===== config.mk =====
export PLATFORM = sky130hd
export DESIGN_NAME = request_capture
export DESIGN_NICKNAME = d
export VERILOG_FILES = /design/src/design/cache_pkg.sv /design/src/design/request_capture.sv
export SDC_FILE = /design/constraint.sdc
export NUM_CORES = 1
export LEC_CHECK = 0
export ABC_AREA = 1
export BUFFER_PORTS_ARGS = -buffer_cell sky130_fd_sc_hd__buf_2
export CAP_MARGIN = 10
export CORE_MARGIN = 2
export CORE_UTILIZATION = 30
export CTS_BUF_LIST = sky130_fd_sc_hd__clkbuf_8
export CTS_CLUSTER_DIAMETER = 120
export DETAILED_ROUTE_END_ITERATION = 10
export HOLD_SLACK_MARGIN = 0.02
export SLEW_MARGIN = 10
export SYNTH_ARGS = -nofsm -noshare
export SYNTH_HDL_FRONTEND = slang
export SYNTH_SLANG_ARGS = --single-unit
export TNS_END_PERCENT = 100

===== constraint.sdc =====
create_clock -name clk_50m -period 2.26 [get_ports clk_50m]
set_clock_uncertainty 0.15 [all_clocks]
set_input_delay 0.113 -clock clk_50m [delete_from_list [all_inputs] [get_ports clk_50m]]
set_output_delay 0.113 -clock clk_50m [all_outputs]
set_load 0.02 [all_outputs]

===== src/design/cache_pkg.sv =====
`default_nettype none

package cache_pkg;

	// geometry
	localparam int DATA_W  = 32;
	localparam int WORDS   = 4;
	localparam int WAYS    = 2;
	localparam int TAG_W   = 8;
	localparam int INDEX_W = 4;
	localparam int SETS    = 1 << INDEX_W;

	typedef logic [DATA_W-1:0] data_t;
	typedef logic [TAG_W-1:0] tag_t;
	typedef logic [INDEX_W-1:0] index_t;
	typedef logic [$clog2(WORDS)-1:0] word_off_t;

	// word address as seen by the requester
	typedef struct packed {
		tag_t      tag;
		index_t    index;
		word_off_t word_off;
	} cache_addr_t;

	// line address on the memory side
	typedef struct packed {
		tag_t   tag;
		index_t index;
	} line_addr_t;

	typedef data_t [WORDS-1:0] mem_line_t;
	typedef data_t [WAYS-1:0][WORDS-1:0] data_line_t;

	typedef struct packed {
		logic valid;
		logic dirty;
		tag_t tag;
	} way_flags_t;

	// lru names the way to replace next
	typedef struct packed {
		way_flags_t [WAYS-1:0] way;
		logic                  lru;
	} flag_line_t;

	typedef struct packed {
		cache_addr_t addr;
		data_t       wdata;
		logic        wr;
		logic        rd;
	} cache_req_t;

	typedef struct packed {
		line_addr_t addr;
		mem_line_t  wline;
		logic       wr;
		logic       rd;
	} mem_req_t;

endpackage

`default_nettype wire


===== src/design/request_capture.sv =====
`timescale 1ns/1ps
`default_nettype none

module request_capture (
	input  wire logic                 clk_50m,
	input  wire logic                 rst_n,
	input  cache_pkg::cache_addr_t    addr,
	input  cache_pkg::data_t          data_in,
	input  wire logic                 wr,
	input  wire logic                 rd,
	input  wire logic                 valid,
	input  wire logic                 finish,
	output cache_pkg::cache_req_t     req,
	output logic                      req_pending
);

	logic accept;

	// only one direction per request, and only when nothing is in flight
	assign accept = valid && (wr ^ rd) && !req_pending;

	always_ff @(posedge clk_50m, negedge rst_n) begin
		if (!rst_n) begin
			req_pending <= 1'b0;
		end else if (accept) begin
			req_pending <= 1'b1;
		end else if (finish) begin
			req_pending <= 1'b0;
		end
	end

	// request fields held for the whole transaction
	always_ff @(posedge clk_50m) begin
		if (accept) begin
			req.addr.tag      <= addr.tag;
			req.addr.index    <= addr.index;
			req.addr.word_off <= addr.word_off;
			req.wdata         <= data_in;
			req.wr            <= wr;
			req.rd            <= rd;
		end
	end

endmodule

`default_nettype wire


---- Word-level counts from Yosys, hierarchy flattened ----
Cells that the tools add are included.
cells by class
  multiplexer cells ....................... 2
  bitwise operators ....................... 1
  reductions and logical operators ........ 4
operator list
  kind                count
  1-bit logical AND   2
  1-bit 2-to-1 mux    2
  2-bit nonzero test  1
  1-bit zero test     1
  1-bit XOR           1
storage, ports and cells
  register bits after elaboration ......... 49
  input port bits ......................... 52
  logic and storage cells ................. 14

---- Logic depth before layout (Yosys ltp) ----
  depth in word-level cells ............... 4
  mapped depth ............................ 4
  mapped depth without buffers ............ 4

---- Worst setup path after synthesis ----
No wires, ideal clock.
  path kind ............................... reg-to-reg
  start ................................... register req_pending
  end ..................................... register req[0] (netlist name) (enable)
  library setup time ...................... 402 ps
  data arrival time ....................... 1610 ps
  data required time ...................... 1708 ps
  slack ................................... 98 ps
  cell stages (with the launch flop) ...... 4
  buffers on the path ..................... 0
  path through ............................ dfrtp_1 > nor2_2 > nand3_2 > inv_1
on the way
  cells in the longest elaborated chain, start to end .. 2
RTL lines
  what                      RTL line               source
  start: declaration        request_capture.sv:14  output logic req_pending
  start signal: assignment  request_capture.sv:24  req_pending <= 1'b0;
  start signal: assignment  request_capture.sv:26  req_pending <= 1'b1;
  start signal: assignment  request_capture.sv:28  req_pending <= 1'b0;
  1-bit zero test           request_capture.sv:20  assign accept = valid && (wr ^ rd) && !req_pending;
  1-bit logical AND         request_capture.sv:20
  named net accept          request_capture.sv:17  logic accept;
  end: declaration          request_capture.sv:13  output cache_pkg::cache_req_t req,
The timed path passes the listed nets, and every way through them passes these cells.
A chain may end at the register's enable or synchronous reset.

---- Final worst setup path ----
  start ................................... input rd
  end ..................................... register req[25] (netlist name) (enable)
on the way
  cells in the longest elaborated chain, start to end .. 3
RTL lines
  what                            RTL line               source
  start: declaration              request_capture.sv:10  input wire logic rd,
  1-bit XOR                       request_capture.sv:20
  1-bit logical AND (2 in a row)  request_capture.sv:20
  named net accept                request_capture.sv:17
The timed path passes the listed nets, and every way through them passes these cells.

==> results.md <==
- Status: finished clean
- Post-Synth Simple-Gate Area: 0.0206
- Data required, critical path: around 2100 ps
- CTS Sinks: 49
- Synth cell types: 6
- Worst-path fanout max: 38
- CTS tree: done
- Gr ovfl total: 0
- WL final: around 4000 um
- Worst flop-to-flop path startpoint: req_pending$_DFFE_PN0P_
- Crit-path max cell delay: around 520 ps
- Area growth from synthesis to layout: 80.4%
- Global router's overall resource usage: 0.142
- Setup CP Type: primary input to flop
- Num CTS Buffers: 5
- Cell Chain, Critical Path: dlygate4sd3_1, buf_2, inv_1, nand2_1, nand3_2, inv_2, buf_12
- Antenna viol nets, final: 0
- Postcts setup bufs: 0
- Worst Min Path Start: valid
- Reg-to-Reg End: req[25]$_DFFE_PP_
- Post-layout minimum cycle time: around 1700 ps
- Share of cells above drive strength 1: 0.502
- RSZ-0062 raised after global routing: false
- Worst Setup End Kind: flop
- Max-cap viol count: 0
- #FFs+latches synth: between 40 and 50
- Cells after Synth: 60
- Endpoints failing setup: 0
- Max Clock Freq: 598 MHz
- Worst Max-Slew Pin Slew: between 200 and 300 ps
- Antenna violations before repair: 0
- Via density: 4.00
- Starting density of the core: 0.317
- IO Pins: a little over 100
- Fin cells: 288
- Post-synthesis xor/xnor area fraction: 0
- N_diodes: 0
- Final Max Slew Viols: 0
- Core area: between 0.004 and 0.005 mm2
- CTS H-tree lvls: 2
- Synth Area in Adders: 0
- Hold Path Class: primary input to flop
- Syn avg cell area: about 25 um2
- R2R depth: 4
- Vias in the first global route: about 1300
- P_leak: 1.17 nW
- R2R Setup Slk: about 660 ps
- Post-Place Cells: approximately 230
- Multiplexer area fraction after synthesis: 0
- Vias: 1152
- Buffers on Ports: 100
- Avg WL per Cell: between 10 and 15 um
- CTS root buffer: clkbuf_8
- Crit start category: primary input
- Hold path cells: 5
- First-pass GRT wire length: approximately 5700 um
- Mapped Area: around 0.0015 mm2
- DR iter-0 viols: 43
- Reg clk slew, reported paths: about 80 ps
- Compound-Gate Fraction of Synth Area: 0
- Syn nets: about 110
- Clk_lat worst skew: 290 ps
- Hold-fix buffers, CTS: 52
- GP Congestion: between 0.7 and 0.8
- VDD IR max: roughly 540 uV
- Die Ht: about 75 um
- Period utilization: 0.740
- Cell Rows: 25
- DRC violations left: 0
- Bufs and invs on worst path: 5
- Seq/Total Area, Yosys: 0.967
- Drt pass-1 iters: 4
- # nets final: 272
- Ys Warns: 0
- Clock buffer depth: 2
- PD cells: roughly 700 mW/mm2
- Post_cts resized: 0
- Main combinational cell family by area after synthesis: simple AND/OR/NAND/NOR gates
- Largest net degree at the start of global routing: 39
- Hold Path End: req[28]$_DFFE_PP_
- Final Hold Viols: 0
- DP Wirelength: around 2400 um
- CP arrival: about 1500 ps
- Die area: approximately 0.0056 mm2
- Top Family by Delay on Critical Path: buffers and inverters
- Sum of negative setup slack: 0 ps
- Chip width: 75.1 um
- Slew headroom: 0.822
- Critical-path top delay cell: dlygate4sd3_1
==> logic make-up (layout without fill, tap and decap cells) <==
| family | count (synthesis) | count (layout) |
|---|---|---|
| flops | 49 | 49 |
| simple gates | 6 | 6 |
| buf+inv | 5 | 166 |
==> cell type report <==
class / instances / area [um2]
inverter: 5 / 18.8
clock inverter: 2 / 11.3
fill: 380 / 2050
clock buffer: 6 / 82.6
timing repair buffer: 153 / 1040
multi-input combinational: 6 / 31.3
tap: 67 / 83.8
sequential: 49 / 1470
==> flip-flops by register name (all words and copies together) (netlist names) <==
signal,cells
req,48
req_pending,1
==> where the power goes <==
group / leakage (nW) / switching [mW] / internal, mW / total (mW)
clock network: 0.0486 / 0.269 / 0.244 / 0.513
logic: 0.665 / 0.141 / 0.132 / 0.272
registers: 0.458 / 0.0143 / 1.06 / 1.08
==> tightest hold or removal path, cell delays in order <==
cell	delay [ps]
buf_2	90
inv_1	60
nor2_2	40
nand3_2	70
inv_2	120
==> synthesized netlist by cell type (all sizes together) <==
master	n	area, um2
edfxtp	48	1440
inv	5	18.8
nand2	4	15.0
dfrtp	1	25.0
nand3	1	10.0
nor2	1	6.26
==> worst max-delay path by stage <==
stage | from | to | cells past startpoint
after floorplan | req_pending$_DFFE_PN0P_ | req[0]$_DFFE_PP_ | 3
after global placement | req_pending$_DFFE_PN0P_ | req[39]$_DFFE_PP_ | 4
after detailed placement | req_pending$_DFFE_PN0P_ | req[21]$_DFFE_PP_ | 4
after CTS | rd | req[36]$_DFFE_PP_ | 7
after global routing | wr | req[25]$_DFFE_PP_ | 7
final | rd | req[25]$_DFFE_PP_ | 7
==> layer usage <==
metal | wire (um) | part of all wire | vias up | track usage
met2 | 2100 | 0.53 | 74 | 0.253
met3 | 449 | 0.11 | 6 | 0.0736
met1 | 1390 | 0.35 | 527 | 0.141
met5 | 0 | 0 | - | 0
met4 | 36 | 0.0091 | 0 | 0.0476
li1 | - | - | 545 | -
==> placed cells by master, fill, tap and decap left out <==
master | Yosys | layout
buf_2 | 0 | 100
dlygate4sd3_1 | 0 | 52
edfxtp_1 | 48 | 48
clkbuf_8 | 0 | 6
inv_1 | 5 | 5
nand2_1 | 4 | 4
nor2_2 | 1 | 1
nand3_2 | 1 | 1
inv_2 | 0 | 1
clkinvlp_4 | 0 | 1
buf_12 | 0 | 1
dfrtp_1 | 1 | 1
==> through the flow <==
step | utilization | area (um2) | setup slack [ps] | power, mW | hold WS [ps]
floorplan | - | 1520 | 97.8 | 1.19 | -333
global placement | 0.443 | 2120 | 751 | 1.29 | -262
detailed placement | 0.443 | 2120 | 663 | 1.30 | -260
CTS | 0.572 | 2740 | 591 | 1.87 | 254
global route | 0.572 | 2740 | 513 | 1.94 | 275
finish | 0.572 | 2740 | 589 | 1.86 | 254
(Power assumes the default switching activity.)
