## config.mk

```make
export PLATFORM = sky130hd
export DESIGN_NAME = line_mem_port
export DESIGN_NICKNAME = d
export VERILOG_FILES = /design/src/design/cache_pkg.sv /design/src/design/line_mem_port.sv
export SDC_FILE = /design/constraint.sdc
export NUM_CORES = 1
export LEC_CHECK = 0
export BUFFER_PORTS_ARGS = -buffer_cell sky130_fd_sc_hd__buf_2
export CAP_MARGIN = 20
export CORE_AREA = 2 2 213 215
export DETAILED_ROUTE_END_ITERATION = 6
export DIE_AREA = 0 0 215 217
export GPL_TIMING_DRIVEN = 0
export PLACE_DENSITY = 0.52
export SYNTH_ARGS = -nofsm -noshare
export SYNTH_HDL_FRONTEND = slang
export SYNTH_SLANG_ARGS = --single-unit
export TNS_END_PERCENT = 50
```

## constraint.sdc

```tcl
create_clock -name clk_50m -period 9.83 [get_ports clk_50m]
set_input_delay 0.4915 -clock clk_50m [delete_from_list [all_inputs] [get_ports clk_50m]]
set_output_delay 0.4915 -clock clk_50m [all_outputs]
set_load 0.02 [all_outputs]
```

## src/design/cache_pkg.sv

```systemverilog
`default_nettype none

package cache_pkg;

	// geometry
	localparam int DATA_W  = 32;
	localparam int WORDS   = 4;
	localparam int WAYS    = 2;
	localparam int TAG_W   = 8;
	localparam int INDEX_W = 4;
	localparam int SETS    = 1 << INDEX_W;

	typedef logic [DATA_W-1:0] data_t;
	typedef logic [TAG_W-1:0] tag_t;
	typedef logic [INDEX_W-1:0] index_t;
	typedef logic [$clog2(WORDS)-1:0] word_off_t;

	// word address as seen by the requester
	typedef struct packed {
		tag_t      tag;
		index_t    index;
		word_off_t word_off;
	} cache_addr_t;

	// line address on the memory side
	typedef struct packed {
		tag_t   tag;
		index_t index;
	} line_addr_t;

	typedef data_t [WORDS-1:0] mem_line_t;
	typedef data_t [WAYS-1:0][WORDS-1:0] data_line_t;

	typedef struct packed {
		logic valid;
		logic dirty;
		tag_t tag;
	} way_flags_t;

	// lru names the way to replace next
	typedef struct packed {
		way_flags_t [WAYS-1:0] way;
		logic                  lru;
	} flag_line_t;

	typedef struct packed {
		cache_addr_t addr;
		data_t       wdata;
		logic        wr;
		logic        rd;
	} cache_req_t;

	typedef struct packed {
		line_addr_t addr;
		mem_line_t  wline;
		logic       wr;
		logic       rd;
	} mem_req_t;

endpackage

`default_nettype wire

```

## src/design/line_mem_port.sv

```systemverilog
`timescale 1ns/1ps
`default_nettype none

module line_mem_port (
	input  wire logic                 clk_50m,
	input  wire logic                 rst_n,

	input  wire logic                 mem_start,
	input  cache_pkg::mem_req_t       mem_req,
	output logic                      mem_finish,
	output cache_pkg::mem_line_t      fill_line,

	output logic                      mem_wr,
	output logic                      mem_rd,
	output cache_pkg::line_addr_t     mem_addr,
	output cache_pkg::mem_line_t      mem_wline,
	input  cache_pkg::mem_line_t      mem_rline,
	input  wire logic                 mem_done
);

	logic busy;
	logic finish_q;

	assign busy = mem_wr || mem_rd;

	// strobes stay up until memory answers
	always_ff @(posedge clk_50m, negedge rst_n) begin
		if (!rst_n) begin
			mem_wr   <= 1'b0;
			mem_rd   <= 1'b0;
			finish_q <= 1'b0;
		end else begin
			finish_q <= busy && mem_done;
			if (mem_start) begin
				mem_wr <= mem_req.wr;
				mem_rd <= mem_req.rd;
			end else if (mem_done) begin
				mem_wr <= 1'b0;
				mem_rd <= 1'b0;
			end
		end
	end

	always_ff @(posedge clk_50m) begin
		if (mem_start) begin
			mem_addr  <= mem_req.addr;
			mem_wline <= mem_req.wline;
		end
	end

	// returned line held until the next fill
	always_ff @(posedge clk_50m) begin
		if (mem_rd && mem_done) begin
			fill_line <= mem_rline;
		end
	end

	assign mem_finish = finish_q;

endmodule

`default_nettype wire

```

# After elaboration in Yosys (flattened, before gate mapping)

Index checks and enable logic that the tools add are counted.

Muxes and demuxes: 3
Reductions and logical operators: 4

Operators by type and width:

| cell               | count |
|---|---|
| two-way mux 1 bit  | 3 |
| logical AND 1 bit  | 2 |
| nonzero test 2 bit | 1 |
| logical OR 1 bit   | 1 |

Register bits after elaboration: 271
Bits of input ports: 274
Output and inout port bits: 271
Logic and storage cells: 20

# Logic depth before layout (Yosys ltp)

Depth in word-level cells: 2
Gate-level depth with buffers: 2
Mapped depth without buffers: 2

# Least setup slack after synthesis

Ideal clock, no wire load.

Kind: reg2reg
From: reg mem_rd
To: reg fill_line[0] in the netlist's numbering, enable pin
Library setup time: 0.502 ns
Arrival: 3.463 ns
Data required time: 9.328 ns
Slack: 5.865 ns
Cell stages (with the launch flop): 2
Buffers on the path: 0
Period minus slack after synthesis: 3.965 ns
Cell sequence: dfrtp_1 > and2_1

Longest elaborated chain between the ends: 1

RTL lines:

| item                   | line                | RTL |
|---|---|---|
| start, declared        | line_mem_port.sv:14 | `output logic mem_rd,` |
| start signal, assigned | line_mem_port.sv:36 | `mem_rd <= mem_req.rd;` |
| logical AND 1 bit      | line_mem_port.sv:53 | `if (mem_rd && mem_done) begin` |
| end signal, assigned   | line_mem_port.sv:54 | `fill_line <= mem_rline;` |
| end, declared          | line_mem_port.sv:11 | `output cache_pkg::mem_line_t fill_line,` |

Every way passes these cells.
A chain may end at the register's enable or synchronous reset.

# Worst setup path in the final report

From: reg mem_rd
To: reg fill_line[100] in the netlist's numbering, enable pin

The elaborated chain is that of the path after synthesis.

==> summary by stage <==
Hold path
The endpoint with the worst hold slack is mem_addr[3]$_DFFE_PP_. The startpoint of the most critical hold path is mem_req[133]. Counting instances, the worst hold path has a depth of 1. The worst hold path belongs to the class primary input to register.

CTS
The total CTS buffers is 31. In this run the post-CTS setup repair buffer count came out at 0. TritonCTS built the clock tree. The post-cts gate resize count is 0. After clock tree synthesis, the flow added hold-fix buffers numbering 1. The clock-pin slew on the worst setup and hold paths is 0.06 ns. The latest clock arrival within the worst-skew pair is 0.56 ns. The level count of the clock H-tree is 1. The clock root buffer is sky130_fd_sc_hd__clkbuf_16.

The clock tree buffer depth is 3. The clock net in this run drives a total of 271 sinks.

STA
The post-route minimum period is 1.805 ns. The final critical path takes up 18.36% of the cycle. The total count of hold-check failures in the final report is 0. The total negative slack for setup checks is 0 ns. On the final layout, the worst clock skew is 0.006970 ns.

The total of endpoints with negative setup slack in the final report is 0. The transition at the pin with the smallest max-transition slack is 0.5480 ns. The max-slew violation count is 0. The maximum operating frequency is 0.5541 GHz. In the post-route analysis, the smallest setup slack over all paths is 8.025 ns. Setup repair after global routing left no endpoint under its margin. Measured against its own limit, the worst slew margin works out to 63.47%.

Worst setup path
For the worst setup path, the data required time is 10.07 ns. The worst register-to-register path has a depth of 3. The signal on the critical path passes through and2_4, buf_16, buf_16.

The worst setup path is launched from a register. The number of buffer and inverter stages on the critical path is 2. The minimum setup slack among reg-to-reg paths is 8.03 ns. The type of destination of the critical path is a register. The beginning of the critical path is mem_rd$_DFFE_PN0P_.

In this run the critical register-to-register path is launched from mem_rd$_DFFE_PN0P_. The cell with the largest stage delay on the worst path is sky130_fd_sc_hd__and2_4. The kind of cell with the highest combined delay along the critical path is buffers and inverters. The delay contributed by the slowest stage of the critical path is 0.48 ns. The worst register-to-register path ends at fill_line[100]$_DFFE_PP_. Along the worst path, the maximum fanout reaches 50.

Data arrives at the worst endpoint at 2.05 ns. The critical path is of the register to register type. The cell that appears most often on the critical path is sky130_fd_sc_hd__buf_16.

Placed design
The cell count after placement is 1,423. Input and output buffers added on the ports amount to 544. The placed wire-length estimate after detailed placement is 18,900 microns. At the end of routability-driven placement, the weighted congestion stood at 0.7934. Before CTS, the worst setup slack after placement is 7.784 ns.

Global route
Entering global routing, the biggest net connects 89 pins. The number of global-route vias before repair is 5,427. The layer with the highest usage is met2.

The global-route wire length before repair is 33,620 microns. Global routing consumed, on the met3 layer, 4.556% of the routing resources. The final global-route overflow total is 0. The number of antenna violations at the first check in global routing is 10. The overall fraction of global-route tracks in use is 9.694%. The global routing usage on met2 is 16.71%. The met1 routing resource usage after global routing is 10.26%.

Floorplan
After floorplanning, the core was divided into 78 placement rows. For this design the top-level I/O count stands at 545. The width of the die is 215 microns. In this run the standard cell core region covers 44,700 sq um.

The area of the die is 46,660 sq um. The die extent in y is 217 microns. The effective utilization at floorplan is 18.25%.

Drt
The total number of vias is 5,167. The count of nets left with antenna violations after detail routing is 0. The number of remaining DRC errors is 0.

In this run, the number of DRC markers left after iteration 0 of detailed routing was 200. After detailed routing, the number of vias per cell comes to 3.479. The pre-antenna-repair detailed-routing pass consisted of 4 iterations. The detail-routed net length per standard cell is 16.31 microns. The total length of routed wires is 24,220 microns.

Logic synthesis
The share of flip-flops with an asynchronous set or reset is 1.107%. The total standard cell area after synthesis is 8158 sq um. Sequential elements use 99.57% of the synthesized area. Yosys mapped a number of flops with a built-in enable equal to 268. By count the netlist is led by sky130_fd_sc_hd__edfxtp_1, sky130_fd_sc_hd__dfrtp_1, sky130_fd_sc_hd__a22o_1.

The average cell area after synthesis is 29.56 sq um. After synthesis, the cell types taking the most area are sky130_fd_sc_hd__edfxtp_1, sky130_fd_sc_hd__dfrtp_1, sky130_fd_sc_hd__a22o_1. Counting every instance in the synthesized netlist gives 276. The number of nets in the synthesized netlist is 550. sky130_fd_sc_hd__edfxtp_1 takes more of the synthesized area than any other cell. For this run, the leading register cell type out of synthesis is sky130_fd_sc_hd__edfxtp_1.

The distinct cell type count of the synthesized netlist is 6. The yosys synthesis warning count is 0. The flip-flop and latch count after synthesis is 271.

Summed over its instances, the top area cell type makes up 98.65% of the synthesized netlist area. Yosys instantiated no cell more often than sky130_fd_sc_hd__edfxtp_1.

Final layout
The area of the multi-input gates is 37.54 sq um. After the last flow step, the layout net total stands at 1,131. The layout has 4,614 filler cells. The share of post-route cells with drive strength above 1 is 67.01%. The synthesis-to-layout area growth is 56.64%. The filler-free cell count of the finished design is 1,485.

The footprint of the flip-flops and latches is 8123 sq um.

Power and ir drop
The worst-case IR drop observed on VDD is 0.1338 mV. The post-route total power is 2773 uW. Dividing total power by cell area gives a power density of 217.0 nW/um^2. The cell leakage power is 0.005290 uW.

Job
The number of max-cap violations is 0.

Run status
The flow ran to the end, and the final reports show no timing, DRC or antenna violations.
==> how the worst max path moves through the flow <==
stage | to | slack (ns) | depth (start not counted)
after floorplan | fill_line[0]$_DFFE_PP_ | 5.86 | 1
after global placement | fill_line[124]$_DFFE_PP_ | 4.48 | 2
after detailed placement | fill_line[101]$_DFFE_PP_ | 7.78 | 4
after CTS | fill_line[43]$_DFFE_PP_ | 7.99 | 3
after global routing | fill_line[43]$_DFFE_PP_ | 7.91 | 3
final | fill_line[100]$_DFFE_PP_ | 8.03 | 3
==> layout by cell type (no fill, tap or decap), types with 2 or more instances in the layout <==
cell type / count
sky130_fd_sc_hd__dfrtp_1: 3
sky130_fd_sc_hd__clkinv_1: 8
sky130_fd_sc_hd__a22o_1: 2
sky130_fd_sc_hd__clkbuf_16: 31
sky130_fd_sc_hd__edfxtp_1: 268
sky130_fd_sc_hd__diode_2: 3
sky130_fd_sc_hd__buf_2: 543
sky130_fd_sc_hd__inv_6: 3
sky130_fd_sc_hd__clkinv_4: 2
sky130_fd_sc_hd__buf_16: 3
sky130_fd_sc_hd__bufinv_16: 5
sky130_fd_sc_hd__clkbuf_1: 7
==> logic make-up after synthesis <==
kind of cell,after synthesis,synth area share (%)
AOI/OAI and AO/OA,3,0.3068
and+or+nand+nor,2,0.1227
DFF,271,99.57
==> flip-flops by register name, indices dropped and copies added, names as in the netlist <==
signal / cells
mem_rd: 1
mem_wr: 1
mem_finish: 1
mem_wline: 128
fill_line: 128
mem_addr: 12
==> per-layer routing <==
layer	routed length, microns	part of all wire (%)
met1	8360	35
met2	11930	49
met3	3104	13
met4	788	3.3
met5	37	0.15
==> power by group <==
part | total (uW) | switching [uW] | internal, uW
Sequential | 1370 | 17.8 | 1350
Combinational | 239 | 154 | 84.7
Clock | 1170 | 457 | 711
Total | 2770 | 629 | 2140
==> cell type report <==
cell class / instances / area share, %
antenna: 3 / 0.05875
clock buffer: 38 / 6.276
clock inverter: 20 / 1.851
multi-input combinational: 5 / 0.2937
sequential: 271 / 63.57
tap: 600 / 5.875
timing repair buffer: 548 / 22.08
==> stage by stage <==
| stage | utilization [%] | area [sq um] | hold slack, ns |
|---|---|---|---|
| final | 28.59 | 12780 | 0.09706 |
| after global routing | 28.58 | 12770 | 0.06159 |
| after CTS | 28.57 | 12770 | 0.04846 |
| after detailed placement | 26.23 | 11720 | 0.2912 |
| after global placement | 26.02 | 11630 | 0.2879 |
| after floorplan | - | 8158 | 0.1959 |
No activity file was read; power rests on OpenSTA's default activity.
