`src/design/cache_pkg.sv`:
```
`default_nettype none

package cache_pkg;

	// geometry
	localparam int DATA_W  = 32;
	localparam int WORDS   = 4;
	localparam int WAYS    = 2;
	localparam int TAG_W   = 8;
	localparam int INDEX_W = 4;
	localparam int SETS    = 1 << INDEX_W;

	typedef logic [DATA_W-1:0] data_t;
	typedef logic [TAG_W-1:0] tag_t;
	typedef logic [INDEX_W-1:0] index_t;
	typedef logic [$clog2(WORDS)-1:0] word_off_t;

	// word address as seen by the requester
	typedef struct packed {
		tag_t      tag;
		index_t    index;
		word_off_t word_off;
	} cache_addr_t;

	// line address on the memory side
	typedef struct packed {
		tag_t   tag;
		index_t index;
	} line_addr_t;

	typedef data_t [WORDS-1:0] mem_line_t;
	typedef data_t [WAYS-1:0][WORDS-1:0] data_line_t;

	typedef struct packed {
		logic valid;
		logic dirty;
		tag_t tag;
	} way_flags_t;

	// lru names the way to replace next
	typedef struct packed {
		way_flags_t [WAYS-1:0] way;
		logic                  lru;
	} flag_line_t;

	typedef struct packed {
		cache_addr_t addr;
		data_t       wdata;
		logic        wr;
		logic        rd;
	} cache_req_t;

	typedef struct packed {
		line_addr_t addr;
		mem_line_t  wline;
		logic       wr;
		logic       rd;
	} mem_req_t;

endpackage

`default_nettype wire

```
`src/design/cache_ctrl.sv`:
```
`timescale 1ns/1ps
`default_nettype none

module cache_ctrl (
	input  wire logic                 clk_50m,
	input  wire logic                 rst_n,

	input  cache_pkg::cache_req_t     req,
	input  wire logic                 req_pending,
	output logic                      finish,
	output cache_pkg::data_t          d_out,
	output logic                      done,

	output logic                      ram_rd_en,
	output cache_pkg::index_t         ram_index,
	output logic                      data_wr_en,
	output cache_pkg::data_line_t     data_wline,
	input  cache_pkg::data_line_t     data_rline,
	output logic                      flag_wr_en,
	output cache_pkg::flag_line_t     flag_wline,
	input  cache_pkg::flag_line_t     flag_rline,

	output logic                      mem_start,
	output cache_pkg::mem_req_t       mem_req,
	input  wire logic                 mem_finish,
	input  cache_pkg::mem_line_t      fill_line
);

	typedef enum logic [2:0] {
		IDLE,
		READ,
		CHECK,
		EVICT,
		FILL,
		FINISH
	} ctrl_state_t;

	ctrl_state_t state, next_state;

	// one bit per set, set once the set has been written
	logic [cache_pkg::SETS-1:0] set_init;

	cache_pkg::flag_line_t flags_eff;
	cache_pkg::flag_line_t flags_new;
	cache_pkg::data_line_t merged;
	cache_pkg::data_t      rd_word;

	logic hit0;
	logic hit1;
	logic hit;
	logic victim;
	logic victim_dirty;
	logic way_sel;

	// way in use and whether a fill replaced it
	logic way_q;
	logic miss_q;

	assign ram_index = req.addr.index;

	// unwritten sets look empty whatever the ram holds
	assign flags_eff = set_init[req.addr.index] ? flag_rline : '0;

	assign hit0 = flags_eff.way[0].valid && (flags_eff.way[0].tag == req.addr.tag);
	assign hit1 = flags_eff.way[1].valid && (flags_eff.way[1].tag == req.addr.tag);
	assign hit  = hit0 || hit1;

	assign victim       = flags_eff.lru;
	assign victim_dirty = flags_eff.way[victim].valid && flags_eff.way[victim].dirty;
	assign way_sel      = hit ? hit1 : victim;

	always_ff @(posedge clk_50m, negedge rst_n) begin
		if (!rst_n) begin
			state <= IDLE;
		end else begin
			state <= next_state;
		end
	end

	always_ff @(posedge clk_50m, negedge rst_n) begin
		if (!rst_n) begin
			way_q  <= 1'b0;
			miss_q <= 1'b0;
		end else if (state == CHECK) begin
			way_q  <= way_sel;
			miss_q <= !hit;
		end
	end

	always_ff @(posedge clk_50m, negedge rst_n) begin
		if (!rst_n) begin
			set_init <= '0;
		end else if (state == FINISH) begin
			set_init[req.addr.index] <= 1'b1;
		end
	end

	// next state and memory requests
	always_comb begin
		next_state          = state;
		ram_rd_en           = 1'b0;
		mem_start           = 1'b0;
		mem_req             = '0;
		mem_req.addr.tag    = req.addr.tag;
		mem_req.addr.index  = req.addr.index;

		case (state)
			IDLE: begin
				if (req_pending) begin
					next_state = READ;
				end
			end
			READ: begin
				ram_rd_en  = 1'b1;
				next_state = CHECK;
			end
			CHECK: begin
				if (hit) begin
					next_state = FINISH;
				end else if (victim_dirty) begin
					// write back the old line first
					mem_start        = 1'b1;
					mem_req.addr.tag = flags_eff.way[victim].tag;
					mem_req.wline    = data_rline[victim];
					mem_req.wr       = 1'b1;
					next_state       = EVICT;
				end else begin
					mem_start  = 1'b1;
					mem_req.rd = 1'b1;
					next_state = FILL;
				end
			end
			EVICT: begin
				if (mem_finish) begin
					mem_start  = 1'b1;
					mem_req.rd = 1'b1;
					next_state = FILL;
				end
			end
			FILL: begin
				if (mem_finish) begin
					next_state = FINISH;
				end
			end
			FINISH: begin
				next_state = IDLE;
			end
			default: begin
				next_state = IDLE;
			end
		endcase
	end

	// line merge and flag update for the finishing access
	always_comb begin
		merged = data_rline;
		if (miss_q) begin
			merged[way_q] = fill_line;
		end
		rd_word = merged[way_q][req.addr.word_off];
		if (req.wr) begin
			merged[way_q][req.addr.word_off] = req.wdata;
		end

		flags_new                  = flags_eff;
		flags_new.way[way_q].valid = 1'b1;
		flags_new.way[way_q].tag   = req.addr.tag;
		if (miss_q) begin
			// freshly filled line is clean unless this access writes it
			flags_new.way[way_q].dirty = req.wr;
		end else begin
			flags_new.way[way_q].dirty = flags_eff.way[way_q].dirty || req.wr;
		end
		flags_new.lru = !way_q;
	end

	assign data_wline = merged;
	assign flag_wline = flags_new;

	// data ram only changes on a write or a fill
	assign data_wr_en = (state == FINISH) && (req.wr || miss_q);
	assign flag_wr_en = (state == FINISH);

	assign finish = (state == FINISH);
	assign done   = (state == FINISH);
	assign d_out  = ((state == FINISH) && req.rd) ? rd_word : '0;

endmodule

`default_nettype wire

```
`config.mk`:
```
export PLATFORM = sky130hd
export DESIGN_NAME = cache_ctrl
export DESIGN_NICKNAME = d
export VERILOG_FILES = /design/src/design/cache_pkg.sv /design/src/design/cache_ctrl.sv
export SDC_FILE = /design/constraint.sdc
export NUM_CORES = 1
export LEC_CHECK = 0
export BUFFER_PORTS_ARGS = -buffer_cell sky130_fd_sc_hd__buf_2
export CORE_AREA = 5 5 357 359
export CTS_CLUSTER_DIAMETER = 60
export CTS_CLUSTER_SIZE = 20
export DETAILED_ROUTE_END_ITERATION = 16
export DIE_AREA = 0 0 362 364
export SLEW_MARGIN = 15
export SYNTH_ARGS = -nofsm -noshare
export SYNTH_HDL_FRONTEND = slang
export SYNTH_SLANG_ARGS = --single-unit
```
`constraint.sdc`:
```
create_clock -name clk_50m -period 6 [get_ports clk_50m]
set_input_delay 0.6 -clock clk_50m [delete_from_list [all_inputs] [get_ports clk_50m]]
set_output_delay 0.6 -clock clk_50m [all_outputs]
set_load 0.03 [all_outputs]
```
Word-level counts from Yosys, hierarchy flattened
Index checks and enable logic that the tools add are counted.
{"block": "word_totals", "elab_cells": 93, "reg_bits": 21, "out_inout_bits": 461}
{"block": "classes", "n_mux": 56, "n_lt_le_gt_ge": 7, "bitwise_logic": 1, "n_eq_ne": 10, "reduce_logical": 15}
{"operator": "$mux 128", "n": 6}
{"operator": "$bwmux 256", "n": 2}
{"operator": "$mux 256", "n": 2}
{"operator": "$mux 129", "n": 2}
{"operator": "$demux 128 s1", "n": 2}
{"operator": "$mux 130", "n": 1}
{"operator": "$mux 32", "n": 3}
{"operator": "$bwmux 20", "n": 4}
{"operator": "$bmux 32 s2", "n": 1}
{"operator": "$demux 32 s2", "n": 1}
{"operator": "$mux 8", "n": 4}
{"operator": "$demux 10 s1", "n": 3}
{"operator": "$mux 10", "n": 3}
{"operator": "$mux 9", "n": 3}
{"operator": "$mux 21", "n": 1}
{"operator": "$mux 20", "n": 1}
{"operator": "$eq 8x8->1", "n": 2}
{"operator": "$or 16x16->16", "n": 1}
{"operator": "$mux 3", "n": 5}
{"operator": "$pmux 3 s5", "n": 1}
{"operator": "$logic_and 1x1->1", "n": 8}
{"operator": "$mux 1", "n": 7}
{"operator": "$eq 3x2->1 const B", "n": 2}
{"operator": "$eq 3x3->1 const B", "n": 2}
{"operator": "other kinds (15)", "n": 22}

Longest topological paths before layout
Gate-level depths: netlist (run 1).
{"block": "logic_depth", "ltp_word": 11, "depth_mapped": 8}

Least setup slack after synthesis (run 1)
OpenSTA, ideal clock, no wires.
{"block": "synth_path", "path_type": "input-to-output", "start": "input port req[36] (netlist name)", "end": "output port mem_req[109] (netlist name)", "n_path_buf": 3, "required_time_ns": 5.400, "stages": 8, "arrival_ns": 2.417, "path_slack_ns": 2.983, "cell_sequence": "buf_6 > mux4_2 > a22oi_4 > a21bo_4 > buf_6 > buf_6 > nand2_1 > a21oi_1"}
{"item": "from (decl)", "line": "cache_ctrl.sv:8", "text": "input cache_pkg::cache_req_t req,"}
{"item": "to (decl)", "line": "cache_ctrl.sv:24", "text": "output cache_pkg::mem_req_t mem_req,"}

==> impl_metrics.ini, run 1 <==
[synth]
ys_seq_area_share_pct = 3.905
yosysWarnings = 0
synth_ff_type = dfrtp_1
synth.area.top_cells = mux2i_1 29%, a21oi_1 11%, nand2_1 9.1%
synth_common_cells = 392 x mux2i_1, 325 x nand2_1, 303 x nor2_1, 288 x a21oi_1, 140 x o21ai_0
synth_cell_type_count = 49
ys_async_sr_fraction_pct = 100.0
yosysMostFrequentCell = mux2i_1
netlist.area_leader.share_pct = 29.16
netlist_instances = 2042
syn_area_mm2 = 0.01346
avgSynthCellArea_um2 = 6.590
synth_edf_count = 0
synth_top_cell_by_area = mux2i_1
synth-seq-cells = 21
syn_nets = 2499

[place]
placed_area_mm2 = 0.01929
post-place-ws_ps = 1855
dp_hpwl_um = 122600
dp_cells = 4404
portBuffers = 917
place_congestion = 1.003

[cells_and_area]
syn_to_final_growth_pct = 44.43
drive_gt1_share_pct = 44.17
stdcell_count = 4434
layout.nets = 3229
final_area_mm2 = 0.01944

[floorplanning]
io_pins = 918
dieArea_mm2 = 0.1318
die_y_um = 364
die_w_um = 362
start_util_pct = 10.90
rows = 129
coreArea_mm2 = 0.1235

[run_status]
status = completed

[drt]
num_vias = 20001
wl_per_cell_um = 31.96
vias_per_cell = 4.511
wl_um = 141700
drcViolationCount = 0
drtIter0Drc = 2361
dr.pass1.iters = 6
detail-route-antenna-nets = 0

[timing]
drv_slew = 0
rsz0062_at_grt = false
skew_ps = 5.502
max_freq_ghz = 0.2426
finalSetupViolCount = 0
hold_violations = 0
period_needed_ps = 4121
min_period_over_period_pct = 68.69
relSlewSlack_pct = 29.28
worst_slew_pin_slew_ps = 1061
fin_ws_ps = 1879
tns_ps = 0

[global_routing]
grt_max_degree = 153
grt_pass1_vias = 18915
antenna_found_initial = 76
grt.total_usage_pct = 19.99
grt_overflow = 0
grt_pass1_wl_um = 182300

[clocking]
cts_hold_buf = 0
cts_tree = done
clkTransAtPathRegs_ps = 60
cts_sinks = 21
cts-buffers-inserted = 3
cts_setup_buffers = 0
cts_max_path_buffers = 2
cts_max_level = 1
clkLatencyLatePin_ps = 260
ctsRootBufferMaster = clkbuf_16
cts_resized = 0

[worst_setup_path]
worst_setup_path_end_kind = primary output
required_ps = 5400
arrival_ps = 3520
path_class = in2out
cp_max_fo = 37
startpoint_type = input pin

[run]
max_cap_viol_count = 0

[power_and_ir_drop]
vdd_drop_max_v = 0.0003023
powerDensity_mw_per_mm2 = 315.7
leakage_uw = 0.009857

[min_path]
hold_class = in2async
-- flip-flops by register name, indices dropped and copies added, names as in the netlist --
signal / flops
miss_q: 1
set_init: 16
state: 3
way_q: 1
-- where the power goes --
group          internal [uW]  switching (uW)
registers                210            95.9
clock network           90.7            54.7
logic                   1770            3920
total                   2070            4070
-- kinds of logic (layout without fill, tap and decap cells) --
group / after synthesis / count (layout) / synth area share (%)
flops: 21 / 21 / 3.905
mux: 437 / 437 / 35.94
buf+inv: 235 / 964 / 10.13
xor+xnor: 16 / 16 / 1.041
compound gates: 563 / 563 / 24.82
other cells: 0 / 26 / 0
simple gates: 770 / 770 / 24.17
-- metrics by stage --
| stage | power [uW] | utilization (%) | hold slack [ps] |
|---|---|---|---|
| floorplan | 4074 | - | 304.4 |
| global route | 6370 | 15.71 | 342.8 |
| finish | 6136 | 15.74 | 297.8 |
| global placement | 5936 | 15.62 | 435.0 |
| detailed placement | 5937 | 15.62 | 444.9 |
| CTS | 6095 | 15.69 | 315.2 |
-- per-layer routing --
metal	GRT usage [%]	wire length, um
met5	0	128
met2	32.28	64160
met3	4.817	12850
met1	26.68	59950
met4	5.318	4603
-- worst paths after layout --
kind | start | to | slack (ps) | cells past startpoint
min | rst_n | set_init[12]$_DFFE_PN0P_ | 300 | 1
max in group asynchronous | rst_n | way_q$_DFFE_PN0P_ | 5320 | 1
min in group clk_50m | set_init[1]$_DFFE_PN0P_ | set_init[1]$_DFFE_PN0P_ | 460 | 1
max | req[36] | mem_req[5] | 1880 | 8
max reg2reg | set_init[14]$_DFFE_PN0P_ | state[1]$_DFFE_PN0P_ | 3670 | 6
min reg2reg | set_init[1]$_DFFE_PN0P_ | set_init[1]$_DFFE_PN0P_ | 460 | 1
-- layout make-up --
type | instances | area [um^2]
inverters | 3 | 11.26
flip-flops and latches | 21 | 533.0
diodes | 26 | 65.06
fillers | 14460 | 104000
well taps | 1637 | 2048
repair buffers | 957 | 5067
clock buffers | 4 | 78.83
multi-input cells | 1786 | 11630
-- worst max-delay path, cell delays in order --
cell	delay, ps
buf_2	230
mux4_2	570
a22oi_4	290
a21bo_4	500
buf_12	310
nand2_1	90
a21oi_1	520
buf_2	330
-- cells in the final DEF (no fill, tap or decap), drive strengths merged, types with 5 or more instances in the layout --
cell type / synthesis / final
buf: 134 / 957
nand2: 425 / 425
mux2i: 392 / 392
a21oi: 388 / 388
nor2: 303 / 303
o21ai: 140 / 140
mux4: 36 / 36
diode: 0 / 26
dfrtp: 21 / 21
xnor2: 16 / 16
mux2: 9 / 9
o2bb2ai: 8 / 8
o21bai: 8 / 8
nand3: 6 / 6
nand2b: 6 / 6
a21o: 6 / 6
nor2b: 6 / 6
nor3: 6 / 6
nand4: 5 / 5
No activity file was read; power rests on OpenSTA's default activity.
==> inputs of run 2 (changes only) <==
- clock period: 6 -> 3.6 ns (I/O delays scaled with it)
==> run 2 against run 1 <==
First-iteration DRC count decreased by 1.1%. Clock power rose by 66%. Global-route usage is 0.38 points lower. Final cell count is 0.70% higher. Routed wire length shrank 1.7%. Critical endpoint is now data_wline[133].
==> impl_metrics.ini, run 2 (synthesis gave the netlist of run 1 again) <==
[worst_setup_path]
startpoint_type = flip-flop
cp_max_fo = 35
crit_chain = inv_2 > nor3_2 > buf_12 > o21ai_0 > buf_2
arrival_ps = 3050
required_ps = 3240
slowest_stage = nor3_2
critPathLaunch = way_q$_DFFE_PN0P_
r2r_cells = 5
r2r_end = state[2]$_DFFE_PN0P_
path_class = reg2out
worst_setup_path_end_kind = primary output
slowest_delay_ps = 940
r2r_slack_ps = 1370
rr_startpoint = set_init[15]$_DFFE_PN0P_
crit_path_end = data_wline[133]

[cells_and_area]
layout.nets = 3262
largest_register_ffs = 16
regArea_um2 = 533.0
nFillCells = 14376
syn_to_final_growth_pct = 47.51
layout_common_cells = 914 x buf_2, 392 x mux2i_1, 323 x nand2_1
multi_input_area_mm2 = 0.01163
drive_gt1_share_pct = 44.86
stdcell_count = 4465
reg.largest.list = set_init x16, state x3
layout_commonest_cell = buf_2
top_register = set_init

[global_routing]
use_met1_pct = 25.43
grt_pass1_wl_um = 179000
global_route.peak_usage_layer = met2
met3_usage_pct = 5.409
met2_usage_pct = 31.73
grt_overflow = 0
antenna_found_initial = 77
grt_max_degree = 113
grt.total_usage_pct = 19.61
grt_pass1_vias = 18750

[power_and_ir_drop]
pwr-share-seq_pct = 4.6
powerDensity_mw_per_mm2 = 523.4
switchingPower_uw = 6780
leakage_uw = 0.01006
p_comb_share_pct = 93.1
vdd_drop_max_v = 0.0003683
pwr-share-clk_pct = 2.3
p_int_uw = 3611
power_uw = 10390
p_sw_share_pct = 65.25

[drt]
drcViolationCount = 0
num_vias = 20015
wl_um = 139300
detail-route-antenna-nets = 0
wl_per_cell_um = 31.20
vias_per_cell = 4.483
dr.pass1.iters = 8
drtIter0Drc = 2335

[floorplanning]
coreArea_mm2 = 0.1235
die_y_um = 364
io_pins = 918
start_util_pct = 10.90
rows = 129
dieArea_mm2 = 0.1318
die_w_um = 362

[run]
max_cap_viol_count = 0

[clocking]
cts_setup_buffers = 0
cts_sinks = 21
cts-buffers-inserted = 3
cts_hold_buf = 0
cts_tree = done
cts_max_level = 1
cts_resized = 0
clkTransAtPathRegs_ps = 60
ctsRootBufferMaster = clkbuf_16
clkLatencyLatePin_ps = 250
cts_max_path_buffers = 2

[run_status]
status = completed

[timing]
max_freq_ghz = 0.2933
worst_slew_pin_slew_ps = 1108
min_period_over_period_pct = 94.70
rsz0062_at_grt = false
skew_ps = 1.195
drv_slew = 0
timing.hold.ws_ps = 72.85
fin_ws_ps = 190.9
tns_ps = 0
relSlewSlack_pct = 25.73
period_needed_ps = 3409
hold_violations = 0
finalSetupViolCount = 0

[place]
portBuffers = 917
place_congestion = 1.011
post-place-ws_ps = 406.0
dp_cells = 4437
dp_hpwl_um = 121600

[min_path]
hold_class = in2async
-- run 2: cell types whose count changed in the layout (fill, tap and decap cells not counted), sizes merged --
cell	delta
buf	+33
clkbuf	-1
clkinvlp	+1
diode	-2
-- run 2: power by group through the flow --
stage	clock network (uW)	registers, uW	logic [uW]
floorplan	0	399	6390
global placement	0	474	9570
detailed placement	0	478	9580
CTS	242	475	9600
global route	254	490	10100
finish	240	475	9680
-- run 2: worst max-delay path: cells and delay by family (launching register included) --
family / cells / cell delay (ps)
DFF: 1 / 630
buffers and inverters: 3 / 840
and+or+nand+nor: 1 / 940
AOI/OAI and AO/OA: 1 / 360
-- run 2: cell type report --
type | instances | area share, %
sequential | 21 | 2.685
inverter | 3 | 0.05673
antenna | 24 | 0.3026
clock buffer | 3 | 0.3782
multi-input combinational | 1786 | 58.60
tap | 1637 | 10.32
clock inverter | 1 | 0.03782
timing repair buffer | 990 | 27.62
-- run 2: per-layer routing --
layer	vias to the layer above	wire length, um
met1	9750	57750
met3	240	13480
met5	-	186
met4	30	5186
li1	8617	-
met2	1378	62710
-- run 2: how the worst min path moves through the flow --
stage / from / slack (ps) / end / cells after the start
final: rst_n / 70 / set_init[13]$_DFFE_PN0P_ / 1
after global routing: rst_n / 110 / set_init[12]$_DFFE_PN0P_ / 1
after detailed placement: rst_n / 350 / set_init[13]$_DFFE_PN0P_ / 1
after CTS: rst_n / 80 / set_init[13]$_DFFE_PN0P_ / 1
after floorplan: rst_n / 60 / miss_q$_DFFE_PN0P_ / 0
after global placement: rst_n / 350 / set_init[13]$_DFFE_PN0P_ / 1
-- run 2: per-stage QoR --
step / utilization, % / area [um^2]
2_1_floorplan: - / 13460
3_3_place_gp: 15.96 / 19710
3_5_place_dp: 15.96 / 19710
4_1_cts: 16.03 / 19790
5_1_grt: 16.06 / 19830
6_report: 16.08 / 19850
