**src/design/cache_pkg.sv**
```systemverilog
`default_nettype none

package cache_pkg;

	// geometry
	localparam int DATA_W  = 32;
	localparam int WORDS   = 4;
	localparam int WAYS    = 2;
	localparam int TAG_W   = 8;
	localparam int INDEX_W = 4;
	localparam int SETS    = 1 << INDEX_W;

	typedef logic [DATA_W-1:0] data_t;
	typedef logic [TAG_W-1:0] tag_t;
	typedef logic [INDEX_W-1:0] index_t;
	typedef logic [$clog2(WORDS)-1:0] word_off_t;

	// word address as seen by the requester
	typedef struct packed {
		tag_t      tag;
		index_t    index;
		word_off_t word_off;
	} cache_addr_t;

	// line address on the memory side
	typedef struct packed {
		tag_t   tag;
		index_t index;
	} line_addr_t;

	typedef data_t [WORDS-1:0] mem_line_t;
	typedef data_t [WAYS-1:0][WORDS-1:0] data_line_t;

	typedef struct packed {
		logic valid;
		logic dirty;
		tag_t tag;
	} way_flags_t;

	// lru names the way to replace next
	typedef struct packed {
		way_flags_t [WAYS-1:0] way;
		logic                  lru;
	} flag_line_t;

	typedef struct packed {
		cache_addr_t addr;
		data_t       wdata;
		logic        wr;
		logic        rd;
	} cache_req_t;

	typedef struct packed {
		line_addr_t addr;
		mem_line_t  wline;
		logic       wr;
		logic       rd;
	} mem_req_t;

endpackage

`default_nettype wire

```
**src/design/cache_ram.sv**
```systemverilog
`timescale 1ns/1ps
`default_nettype none

module cache_ram #(
	parameter type entry_t = logic [31:0],
	parameter int  DEPTH   = 16
) (
	input  wire logic             clk_50m,
	input  wire logic             rst_n,
	input  wire logic             rd_en,
	input  wire logic             wr_en,
	input  cache_pkg::index_t     index,
	input  entry_t                wdata,
	output entry_t                rdata
);

	entry_t mem [DEPTH];

	always_ff @(posedge clk_50m) begin
		if (wr_en) begin
			mem[index] <= wdata;
		end
	end

	// read register holds its value between reads
	always_ff @(posedge clk_50m, negedge rst_n) begin
		if (!rst_n) begin
			rdata <= '0;
		end else if (rd_en) begin
			rdata <= mem[index];
		end
	end

endmodule

`default_nettype wire

```
**config.mk**
```make
export PLATFORM = sky130hd
export DESIGN_NAME = cache_ram
export DESIGN_NICKNAME = d
export VERILOG_FILES = /design/src/design/cache_pkg.sv /design/src/design/cache_ram.sv
export SDC_FILE = /design/constraint.sdc
export NUM_CORES = 1
export LEC_CHECK = 0
export ABC_AREA = 1
export CAP_MARGIN = 20
export CORE_ASPECT_RATIO = 1.1
export CORE_UTILIZATION = 35
export DETAILED_ROUTE_END_ITERATION = 8
export DONT_BUFFER_PORTS = 1
export PLACE_DENSITY = 0.61
export REMOVE_ABC_BUFFERS = 1
export SYNTH_ARGS = -nofsm -noshare
export SYNTH_HDL_FRONTEND = slang
export SYNTH_SLANG_ARGS = --single-unit
export TNS_END_PERCENT = 30
```
**constraint.sdc**
```tcl
create_clock -name clk_50m -period 0.9 [get_ports clk_50m]
set_input_delay 0.18 -clock clk_50m [delete_from_list [all_inputs] [get_ports clk_50m]]
set_output_delay 0.18 -clock clk_50m [all_outputs]
set_load 0.01 [all_outputs]
```
### Yosys cells after proc, flatten, opt, wreduce, memory -nomap -nowiden

Memories as Yosys holds them, arrays and structs flattened. A register that Yosys moved wholly into a read port is not among the register bits.
Cells that the tools add are included.
W data, S select, Z words.

* RAM bits: 512
* output and inout port bits: 32
* memories: 1
* logic and storage cells: 4
* register bits after elaboration: 0

* reductions and logical operators: 1
* multiplexer cells: 2

Memories
* mem: words 16, bits a word 32, rd ports 1, clocked after memory_dff 1, write ports 1, RTL line cache_ram.sv:17 `entry_t mem [DEPTH];`

Operators with widths (number)
* $mux W1: 2
* $logic_not A1 Y1: 1

### Logic depth before layout (Yosys ltp)

Gate-level depths: netlist of run 1.

* depth in word-level cells: 2
* depth in mapped cells: 12

### Worst setup path after synthesis of run 1

OpenSTA, ideal clock, no wires.

* path type: input port to flip-flop
* from: input index[1]
* to: memory mem[5][0] in the netlist's numbering, enable pin
* slack: -1.794 ns
* stages: 6
* arrival: 2.273 ns
* data required time: 0.479 ns
* library setup time: 0.421 ns
* cell sequence: buf_4 > inv_4 > buf_2 > buf_2 > nand3_1 > nor2_1

RTL lines
* start: declaration: RTL line cache_ram.sv:12 `input cache_pkg::index_t index,`
* end: declaration: RTL line cache_ram.sv:17

Straight into the memory's write port.

==> summary.log, run 1 <==
INFO  floorplanning  die_area=64200um2
INFO  sta            final-max-slew-violation-count=0
INFO  synth          synth.top_cells.by_area=edfxtp_1 (69%), nand2_1 (17%), nand3_1 (3.7%)
INFO  routing        detailedRoute.firstPassIterationCount=5
INFO  floorplanning  initial_core_util=0.354
INFO  worst_setup_path worstRegToRegCells=8
INFO  synth          syn-instance-count=1999
INFO  synth          ys_warn_count=0
INFO  status         violations=hold timing, setup timing
INFO  cells_and_area layout-drive-gt1-share=0.111
INFO  routing        sum_of_routed_wire_length_over_all_layers=54500um
INFO  pwr            cellPowerDensity=2020nW/um2
INFO  worst_setup_path critical_path.reg2reg.endpoint=rdata[13]
INFO  cts            cts_inserted_buffers=52
INFO  worst_setup_path cpMostUsedCell=nand2_1
INFO  worst_setup_path setup.worst_path.class=in2reg
INFO  synth          post_synth_instance_area=22100um2
INFO  run            max_capacitance_violation_count=0
INFO  place          io_buffers=0
INFO  cells_and_area nNetsFinal=2125
INFO  cts            ctsRootBufferMaster=clkbuf_16
INFO  place          post-place-ws=-0.465ns
INFO  sta            final_worst_path_setup_slack=-0.525ns
INFO  worst_setup_path crit_required=1.41ns
INFO  synth          flip_flop_and_latch_count_after_synthesis=544
INFO  cts            h-tree-depth=2
INFO  cts            cts.sink_count=544
INFO  sta            timing.final.setup_violations=576
INFO  sta            slew_headroom=0.284
INFO  worst_setup_path crit_path_start_kind=primary input
INFO  cts            cts_hold_buffers=34
INFO  routing        wl_per_cell=18.4um
INFO  worst_setup_path critical_path_cell_by_cell=clkinv_8 -> buf_12 -> buf_4 -> nand2_1 -> nand2_1 -> nand2_1 -> nand2_1 -> nand2_1 -> nand3_1 -> nor2_1 -> nor2_1
INFO  routing        ant_nets=0
INFO  global_route   grt_start_max_net_pins=260
INFO  sta            fmax=702MHz
INFO  floorplanning  ioPinCount=72
INFO  global_route   number_of_antenna_violations_at_the_first_check_in_global_routing=5
INFO  worst_setup_path reg2reg_from=mem[9][13]
INFO  synth          ys_seq_area_frac=0.731
INFO  worst_hold_path hold_path_class=in2reg
INFO  synth          synth.distinct_cells=13
INFO  cells_and_area regArea=16200um2
INFO  cells_and_area multi_input_area=5530um2
INFO  routing        drt_first_iter_violations=1095
INFO  cts            clock_tree_from_tritoncts=done
INFO  floorplanning  die_h=266um
INFO  worst_setup_path timing.critical_path.slowest_cell_delay=0.31ns
INFO  cts            cts_buffer_depth=3
INFO  worst_hold_path worst_hold_startpoint=rd_en
INFO  worst_setup_path crit_fanout=259
INFO  worst_setup_path critical_path.endpoint_type=flop
INFO  sta            fin_crit=1.43ns
INFO  global_route   grt-ovfl-total=0
INFO  sta            final.setup_skew=0.0127ns
INFO  worst_hold_path min_path_cells=2
INFO  global_route   globalRouteTotalUtil=0.170
INFO  floorplanning  die_width=242um
INFO  synth          syn-mean-instance-area=11.1um2
INFO  synth          synth.largest_area_cell=edfxtp_1
INFO  sta            pin_slew_with_the_least_headroom_to_its_limit=1.07ns
INFO  worst_setup_path cp_data_arrival_time=1.94ns
INFO  cts            clk_transition_reported_paths=0.06ns
INFO  pwr            power_leakage=0.0102uW
INFO  cells_and_area area_delta_synth_final=18.9%
INFO  worst_setup_path crit_cells=11
INFO  floorplanning  number_of_core_rows=96
INFO  routing        vias_per_cell=4.86
INFO  cts            clk-insertion-delay-late=0.59ns
INFO  floorplanning  fp.coreArea=62500um2
INFO  worst_setup_path timing.reg2reg.setup_slack=-0.25ns
INFO  routing        via_count=14400
INFO  worst_hold_path hold_path_end=rdata[0]
INFO  cells_and_area finish.utilization=0.421
INFO  sta            unrepaired_setup_endpoints_after_global_routing=yes
INFO  synth          synth_top_area_share=0.695
INFO  place          dp_hpwl=30600um
INFO  status         run_status=complete, but fails checks
INFO  place          gp_congestion=0.766
INFO  worst_setup_path crit_path_top_delay_cell=clkinv_8
INFO  cells_and_area filler_cell_count=5782
INFO  global_route   first_global_vias=14200
INFO  sta            hold_viol=32
INFO  sta            worst_hold_slack=-0.254ns
INFO  pwr            worst_ir_drop_vdd=1.32mV
INFO  worst_setup_path worst-path-buf-inv=3
INFO  worst_setup_path crit_family=buffers and inverters
INFO  sta            final_critical_path_share_of_the_clock_period=1.58
INFO  routing        detail_route.drc_violations=0
INFO  global_route   grt_first_pass_wirelength=83700um
-- cells in the final DEF, fill, tap and decap left out, types with 24 or more instances in the layout --
master and instances:
buf_12 54, buf_4 49, clkbuf_16 53, dfrtp_1 24, dlygate4sd3_1 33, edfxtp_1 512
nand2_1 1022, nand3_1 158, nand4_1 32, nor2_1 81
-- through the flow --
| step | power (uW) | area [um2] | setup TNS [ns] | hold WS, ns | instances |
|---|---|---|---|---|---|
| CTS | 53700 | 26200 | -15.13 | -0.257 | 2954 |
| finish | 53300 | 26300 | -169.92 | -0.254 | 2958 |
| floorplan | 30700 | 21500 | -1277.44 | -0.116 | 1888 |
| global placement | 32000 | 24200 | -217.38 | -0.112 | 2825 |
| global route | 55000 | 26300 | -18.60 | -0.262 | 2958 |
| detailed placement | 32000 | 24200 | -214.01 | -0.112 | 2825 |
-- Yosys cell counts --
library cell     n
buf_1            4
buf_2           54
buf_4           11
buf_6           12
clkbuf_1        30
dfrtp_1         32
edfxtp_1       512
inv_1            6
inv_4            2
nand2_1       1025
nand3_1        164
nand4_1         32
nor2_1         115
-- state kept, by name, summed over array words and instances, names as in the netlist --
signal / flops
mem: 512
rdata: 32
-- kinds of logic (layout without fill, tap and decap cells) --
group | Yosys count | in the layout | synth area share
and+or+nand+nor | 1336 | 1336 | 0.240
buffers and inverters | 119 | 243 | 0.0294
DFF | 544 | 544 | 0.731
other | 0 | 2 | 0
-- how the worst max path moves through the flow --
stage	start	end	slack, ns
floorplan	index[0]	mem[10][0]	-2.66
detailed placement	index[0]	rdata[5]	-0.46
CTS	rdata[17]	rdata[17]	-0.43
global route	rdata[12]	rdata[12]	-0.44
finish	index[0]	rdata[2]	-0.53
global placement	index[0]	rdata[5]	-0.49
-- what timing repair did --
action,in CTS,in global routing
endpoints found under the setup margin,64,125
endpoints found under the hold margin,576,32
pin swaps,4,13
resized for setup,20,22
buffers inserted,3,2
-- layout make-up --
cell class / count / area share
flip-flops and latches: 544 / 0.615
multi-input cells: 1336 / 0.210
repair buffers: 143 / 0.0712
diodes: 2 / 0.000190
clock inverters: 23 / 0.00818
well taps: 833 / 0.0396
clock buffers: 69 / 0.0538
inverters: 8 / 0.00171
-- per-layer routing --
layer,wire (um),vias to the layer above,GRT usage
met5,27,-,0
met4,1540,4,0.0563
met3,3370,99,0.0342
met2,27100,373,0.290
met1,22400,7035,0.215
li1,-,6870,-
-- power by group --
part | leakage [uW] | total [uW] | internal, uW | switching [uW]
logic | 0.00438 | 3380 | 1290 | 2090
registers | 0.00499 | 28700 | 28400 | 338
clock network | 0.000797 | 21200 | 12100 | 9050
total | 0.0102 | 53300 | 41800 | 11500
Note: power is estimated with default switching activity, not from simulation.
==> run 2, diff against run 1 <==
--- a/config.mk
+++ b/config.mk
@@ -9,6 +9,7 @@
 export CAP_MARGIN = 20
 export CORE_ASPECT_RATIO = 1.1
 export CORE_UTILIZATION = 35
+export CTS_BUF_LIST = sky130_fd_sc_hd__clkbuf_4
 export DETAILED_ROUTE_END_ITERATION = 8
 export DONT_BUFFER_PORTS = 1
 export PLACE_DENSITY = 0.61
==> summary.log, run 2 (synthesis results as in run 1) <==
INFO  floorplanning  die_h=266um [unchanged]
INFO  cells_and_area regMostFlops=mem [unchanged]
INFO  global_route   grt_start_max_net_pins=260 [unchanged]
INFO  worst_setup_path worstRegToRegCells=8 [unchanged]
INFO  worst_hold_path hold_path_end=rdata[19] [was rdata[0]]
INFO  sta            worst_hold_slack=-0.505ns [was -0.254 ns]
INFO  routing        wl_per_cell=17.9um [was 18.4 um]
INFO  cells_and_area layout-drive-gt1-share=0.169 [was 0.111]
INFO  floorplanning  die_area=64200um2 [unchanged]
INFO  worst_setup_path critical_path_cell_by_cell=buf_6 [was clkinv_8 -> buf_12 -> buf_4 -> nand2_1 -> nand2_1 -> nand2_1 -> nand2_1 -> nand2_1 -> nand3_1 -> nor2_1 -> nor2_1]
INFO  global_route   grt_first_pass_wirelength=85700um [was 83700 um]
INFO  worst_setup_path crit_path_top_delay_cell=dfrtp_1 [was clkinv_8]
INFO  worst_setup_path cp_data_arrival_time=1.38ns [was 1.94 ns]
INFO  pwr            power.total=53200uW [was 53300 uW]
INFO  worst_setup_path setup.worst_path.class=reg2out [was in2reg]
INFO  cells_and_area filler_cell_count=5856 [was 5782]
INFO  cts            h-tree-depth=4 [was 2]
INFO  sta            final.setup_skew=0.0396ns [was 0.0127 ns]
INFO  cts            cts.sink_count=544 [unchanged]
INFO  global_route   globalRouteTotalUtil=0.175 [was 0.170]
INFO  worst_setup_path worst-path-buf-inv=1 [was 3]
INFO  cells_and_area nNetsFinal=2211 [was 2125]
INFO  sta            slew_headroom=0.509 [was 0.284]
INFO  worst_setup_path crit_family=flip-flops [was buffers and inverters]
INFO  sta            final_worst_path_setup_slack=-0.663ns [was -0.525 ns]
INFO  cells_and_area area_delta_synth_final=19.8% [was 18.9%]
INFO  sta            final_critical_path_share_of_the_clock_period=1.74 [was 1.58]
INFO  floorplanning  die_width=242um [unchanged]
INFO  sta            fin_crit=1.56ns [was 1.43 ns]
INFO  floorplanning  initial_core_util=0.354 [unchanged]
INFO  sta            hold_viol=32 [unchanged]
INFO  cts            clk-insertion-delay-late=0.86ns [was 0.59 ns]
INFO  cells_and_area largest_registers=mem: 512 flops, rdata: 32 flops [unchanged]
INFO  pwr            power_frac_seq=0.540 [was 0.539]
INFO  pwr            power.switching_fraction=0.226 [was 0.215]
INFO  worst_setup_path worst_setup_path_startpoint=rdata[19] [was index[0]]
INFO  worst_setup_path critical_path.reg2reg.endpoint=rdata[13] [unchanged]
INFO  cts            clock_tree_from_tritoncts=done [unchanged]
INFO  cells_and_area multi_input_area=5530um2 [unchanged]
INFO  cts            ctsRootBufferMaster=clkbuf_4 [was clkbuf_16]
INFO  cells_and_area regArea=16200um2 [unchanged]
INFO  worst_setup_path crit_required=0.72ns [was 1.41 ns]
INFO  routing        via_count=14900 [was 14400]
INFO  pwr            worst_ir_drop_vdd=0.836mV [was 1.32 mV]
INFO  routing        sum_of_routed_wire_length_over_all_layers=55600um [was 54500 um]
INFO  place          io_buffers=0 [unchanged]
INFO  global_route   first_global_vias=14900 [was 14200]
INFO  worst_setup_path crit_path_start_kind=flop [was primary input]
INFO  floorplanning  number_of_core_rows=96 [unchanged]
INFO  cts            clk_transition_reported_paths=0.08ns [was 0.06 ns]
INFO  status         violations=hold timing, setup timing [unchanged]
INFO  routing        detail_route.drc_violations=0 [unchanged]
INFO  global_route   number_of_antenna_violations_at_the_first_check_in_global_routing=7 [was 5]
INFO  routing        vias_per_cell=4.78 [was 4.86]
INFO  cts            cts_inserted_buffers=134 [was 52]
INFO  sta            pin_slew_with_the_least_headroom_to_its_limit=0.736ns [was 1.07 ns]
INFO  pwr            p_int=41100uW [was 41800 uW]
INFO  cts            cts_hold_buffers=38 [was 34]
INFO  cells_and_area number_of_flip_flops_under_the_largest_register_name=512 [unchanged]
INFO  pwr            comb_power_share=0.064 [was 0.063]
INFO  cells_and_area highest_count_cells_in_the_layout_ignoring_fill_and_taps=nand2_1 (1021), edfxtp_1 (512), clkbuf_4 (204) [was nand2_1 (1022), edfxtp_1 (512), nand3_1 (158)]
INFO  worst_setup_path reg2reg_from=mem[3][13] [was mem[9][13]]
INFO  pwr            cellPowerDensity=2010nW/um2 [was 2020 nW/um2]
INFO  cells_and_area layout.cells.most_common=nand2_1 [unchanged]
INFO  routing        ant_nets=0 [unchanged]
INFO  worst_setup_path critical_path.endpoint_type=output port [was flop]
INFO  pwr            clockPowerShare=0.396 [was 0.398]
INFO  floorplanning  fp.coreArea=62500um2 [unchanged]
INFO  place          dp_hpwl=30600um [unchanged]
INFO  floorplanning  ioPinCount=72 [unchanged]
INFO  worst_hold_path min_path_cells=2 [unchanged]
INFO  worst_setup_path crit_fanout=2 [was 259]
INFO  pwr            netSwitchingPower=12000uW [was 11500 uW]
INFO  sta            unrepaired_setup_endpoints_after_global_routing=yes [unchanged]
INFO  routing        drt_first_iter_violations=1080 [was 1095]
INFO  worst_hold_path hold_path_class=in2reg [unchanged]
INFO  sta            timing.final.setup_violations=66 [was 576]
INFO  routing        detailedRoute.firstPassIterationCount=5 [unchanged]
INFO  run            max_capacitance_violation_count=0 [unchanged]
INFO  worst_setup_path timing.critical_path.slowest_cell_delay=0.39ns [was 0.31 ns]
INFO  sta            fmax=640MHz [was 702 MHz]
INFO  cts            cts_buffer_depth=3 [unchanged]
INFO  worst_hold_path worst_hold_startpoint=rd_en [unchanged]
INFO  place          gp_congestion=0.766 [unchanged]
INFO  status         run_status=complete, but fails checks [unchanged]
INFO  worst_setup_path timing.reg2reg.setup_slack=-0.27ns [was -0.25 ns]
INFO  sta            final.setup.tns=-22.73ns [was -169.92 ns]
INFO  global_route   grt-ovfl-total=0 [unchanged]
INFO  sta            final-max-slew-violation-count=0 [unchanged]
INFO  pwr            power_leakage=0.0105uW [was 0.0102 uW]
## run 2: cell count changes in the layout (fill, tap and decap cells not counted), sizes merged
cell,delta
clkbuf,+135
dlymetal6s4s,+2
clkinvlp,-2
dlygate4sd3,+1
dlymetal6s2s,+1
clkinv,+4
diode,+4
inv,+9
## run 2: layer usage
layer  GRT usage  part of all wire  vias to the layer above
met4      0.0777             0.027                        2
li1            -                 -                     7154
met3      0.0382             0.064                      123
met5           0           0.00022                        -
met2       0.293              0.50                      455
met1       0.217              0.41                     7153
## run 2: final cells by class
type                            instances  area share
Inverter                                8     0.00142
Sequential cell                       544       0.611
Tap cell                              833      0.0393
Clock inverter                         34     0.00897
Multi-Input combinational cell       1336       0.209
Clock buffer                          204      0.0578
Timing Repair Buffer                  147      0.0727
Antenna cell                            6    0.000567
## run 2: power groups by stage
| stage | Combinational (uW) | Clock [uW] | Sequential (uW) |
|---|---|---|---|
| after detailed placement | 2770 | 0 | 29200 |
| after global routing | 3800 | 22800 | 28800 |
| after floorplan | 1580 | 0 | 29200 |
| after global placement | 2750 | 0 | 29200 |
| after CTS | 3380 | 21600 | 28700 |
| final | 3410 | 21100 | 28700 |
## run 2: what timing repair did
item	CTS	global route
gates resized for setup	20	26
endpoints found under the hold margin	1088	32
setup endpoints to repair	64	576
setup buffers	3	2
pin swaps	9	12
## run 2: worst max-delay path by stage
| stage | endpoint | slack [ns] | depth (start not counted) |
|---|---|---|---|
| after floorplan | mem[10][0] | -2.66 | 3 |
| after global placement | rdata[5] | -0.49 | 11 |
| after detailed placement | rdata[5] | -0.46 | 11 |
| after CTS | rdata[19] | -0.74 | 1 |
| after global routing | rdata[19] | -0.72 | 1 |
| final | rdata[19] | -0.66 | 1 |
## run 2: through the flow
stage / hold WS [ns] / util / instances / instance area (um2) / worst slack [ns]
after floorplan: -0.116 / - / 1888 / 21500 / -2.66
after global placement: -0.112 / 0.387 / 2825 / 24200 / -0.493
after detailed placement: -0.112 / 0.387 / 2825 / 24200 / -0.465
after CTS: -0.570 / 0.423 / 3104 / 26400 / -0.742
after global routing: -0.542 / 0.424 / 3112 / 26500 / -0.721
final: -0.505 / 0.424 / 3112 / 26500 / -0.663
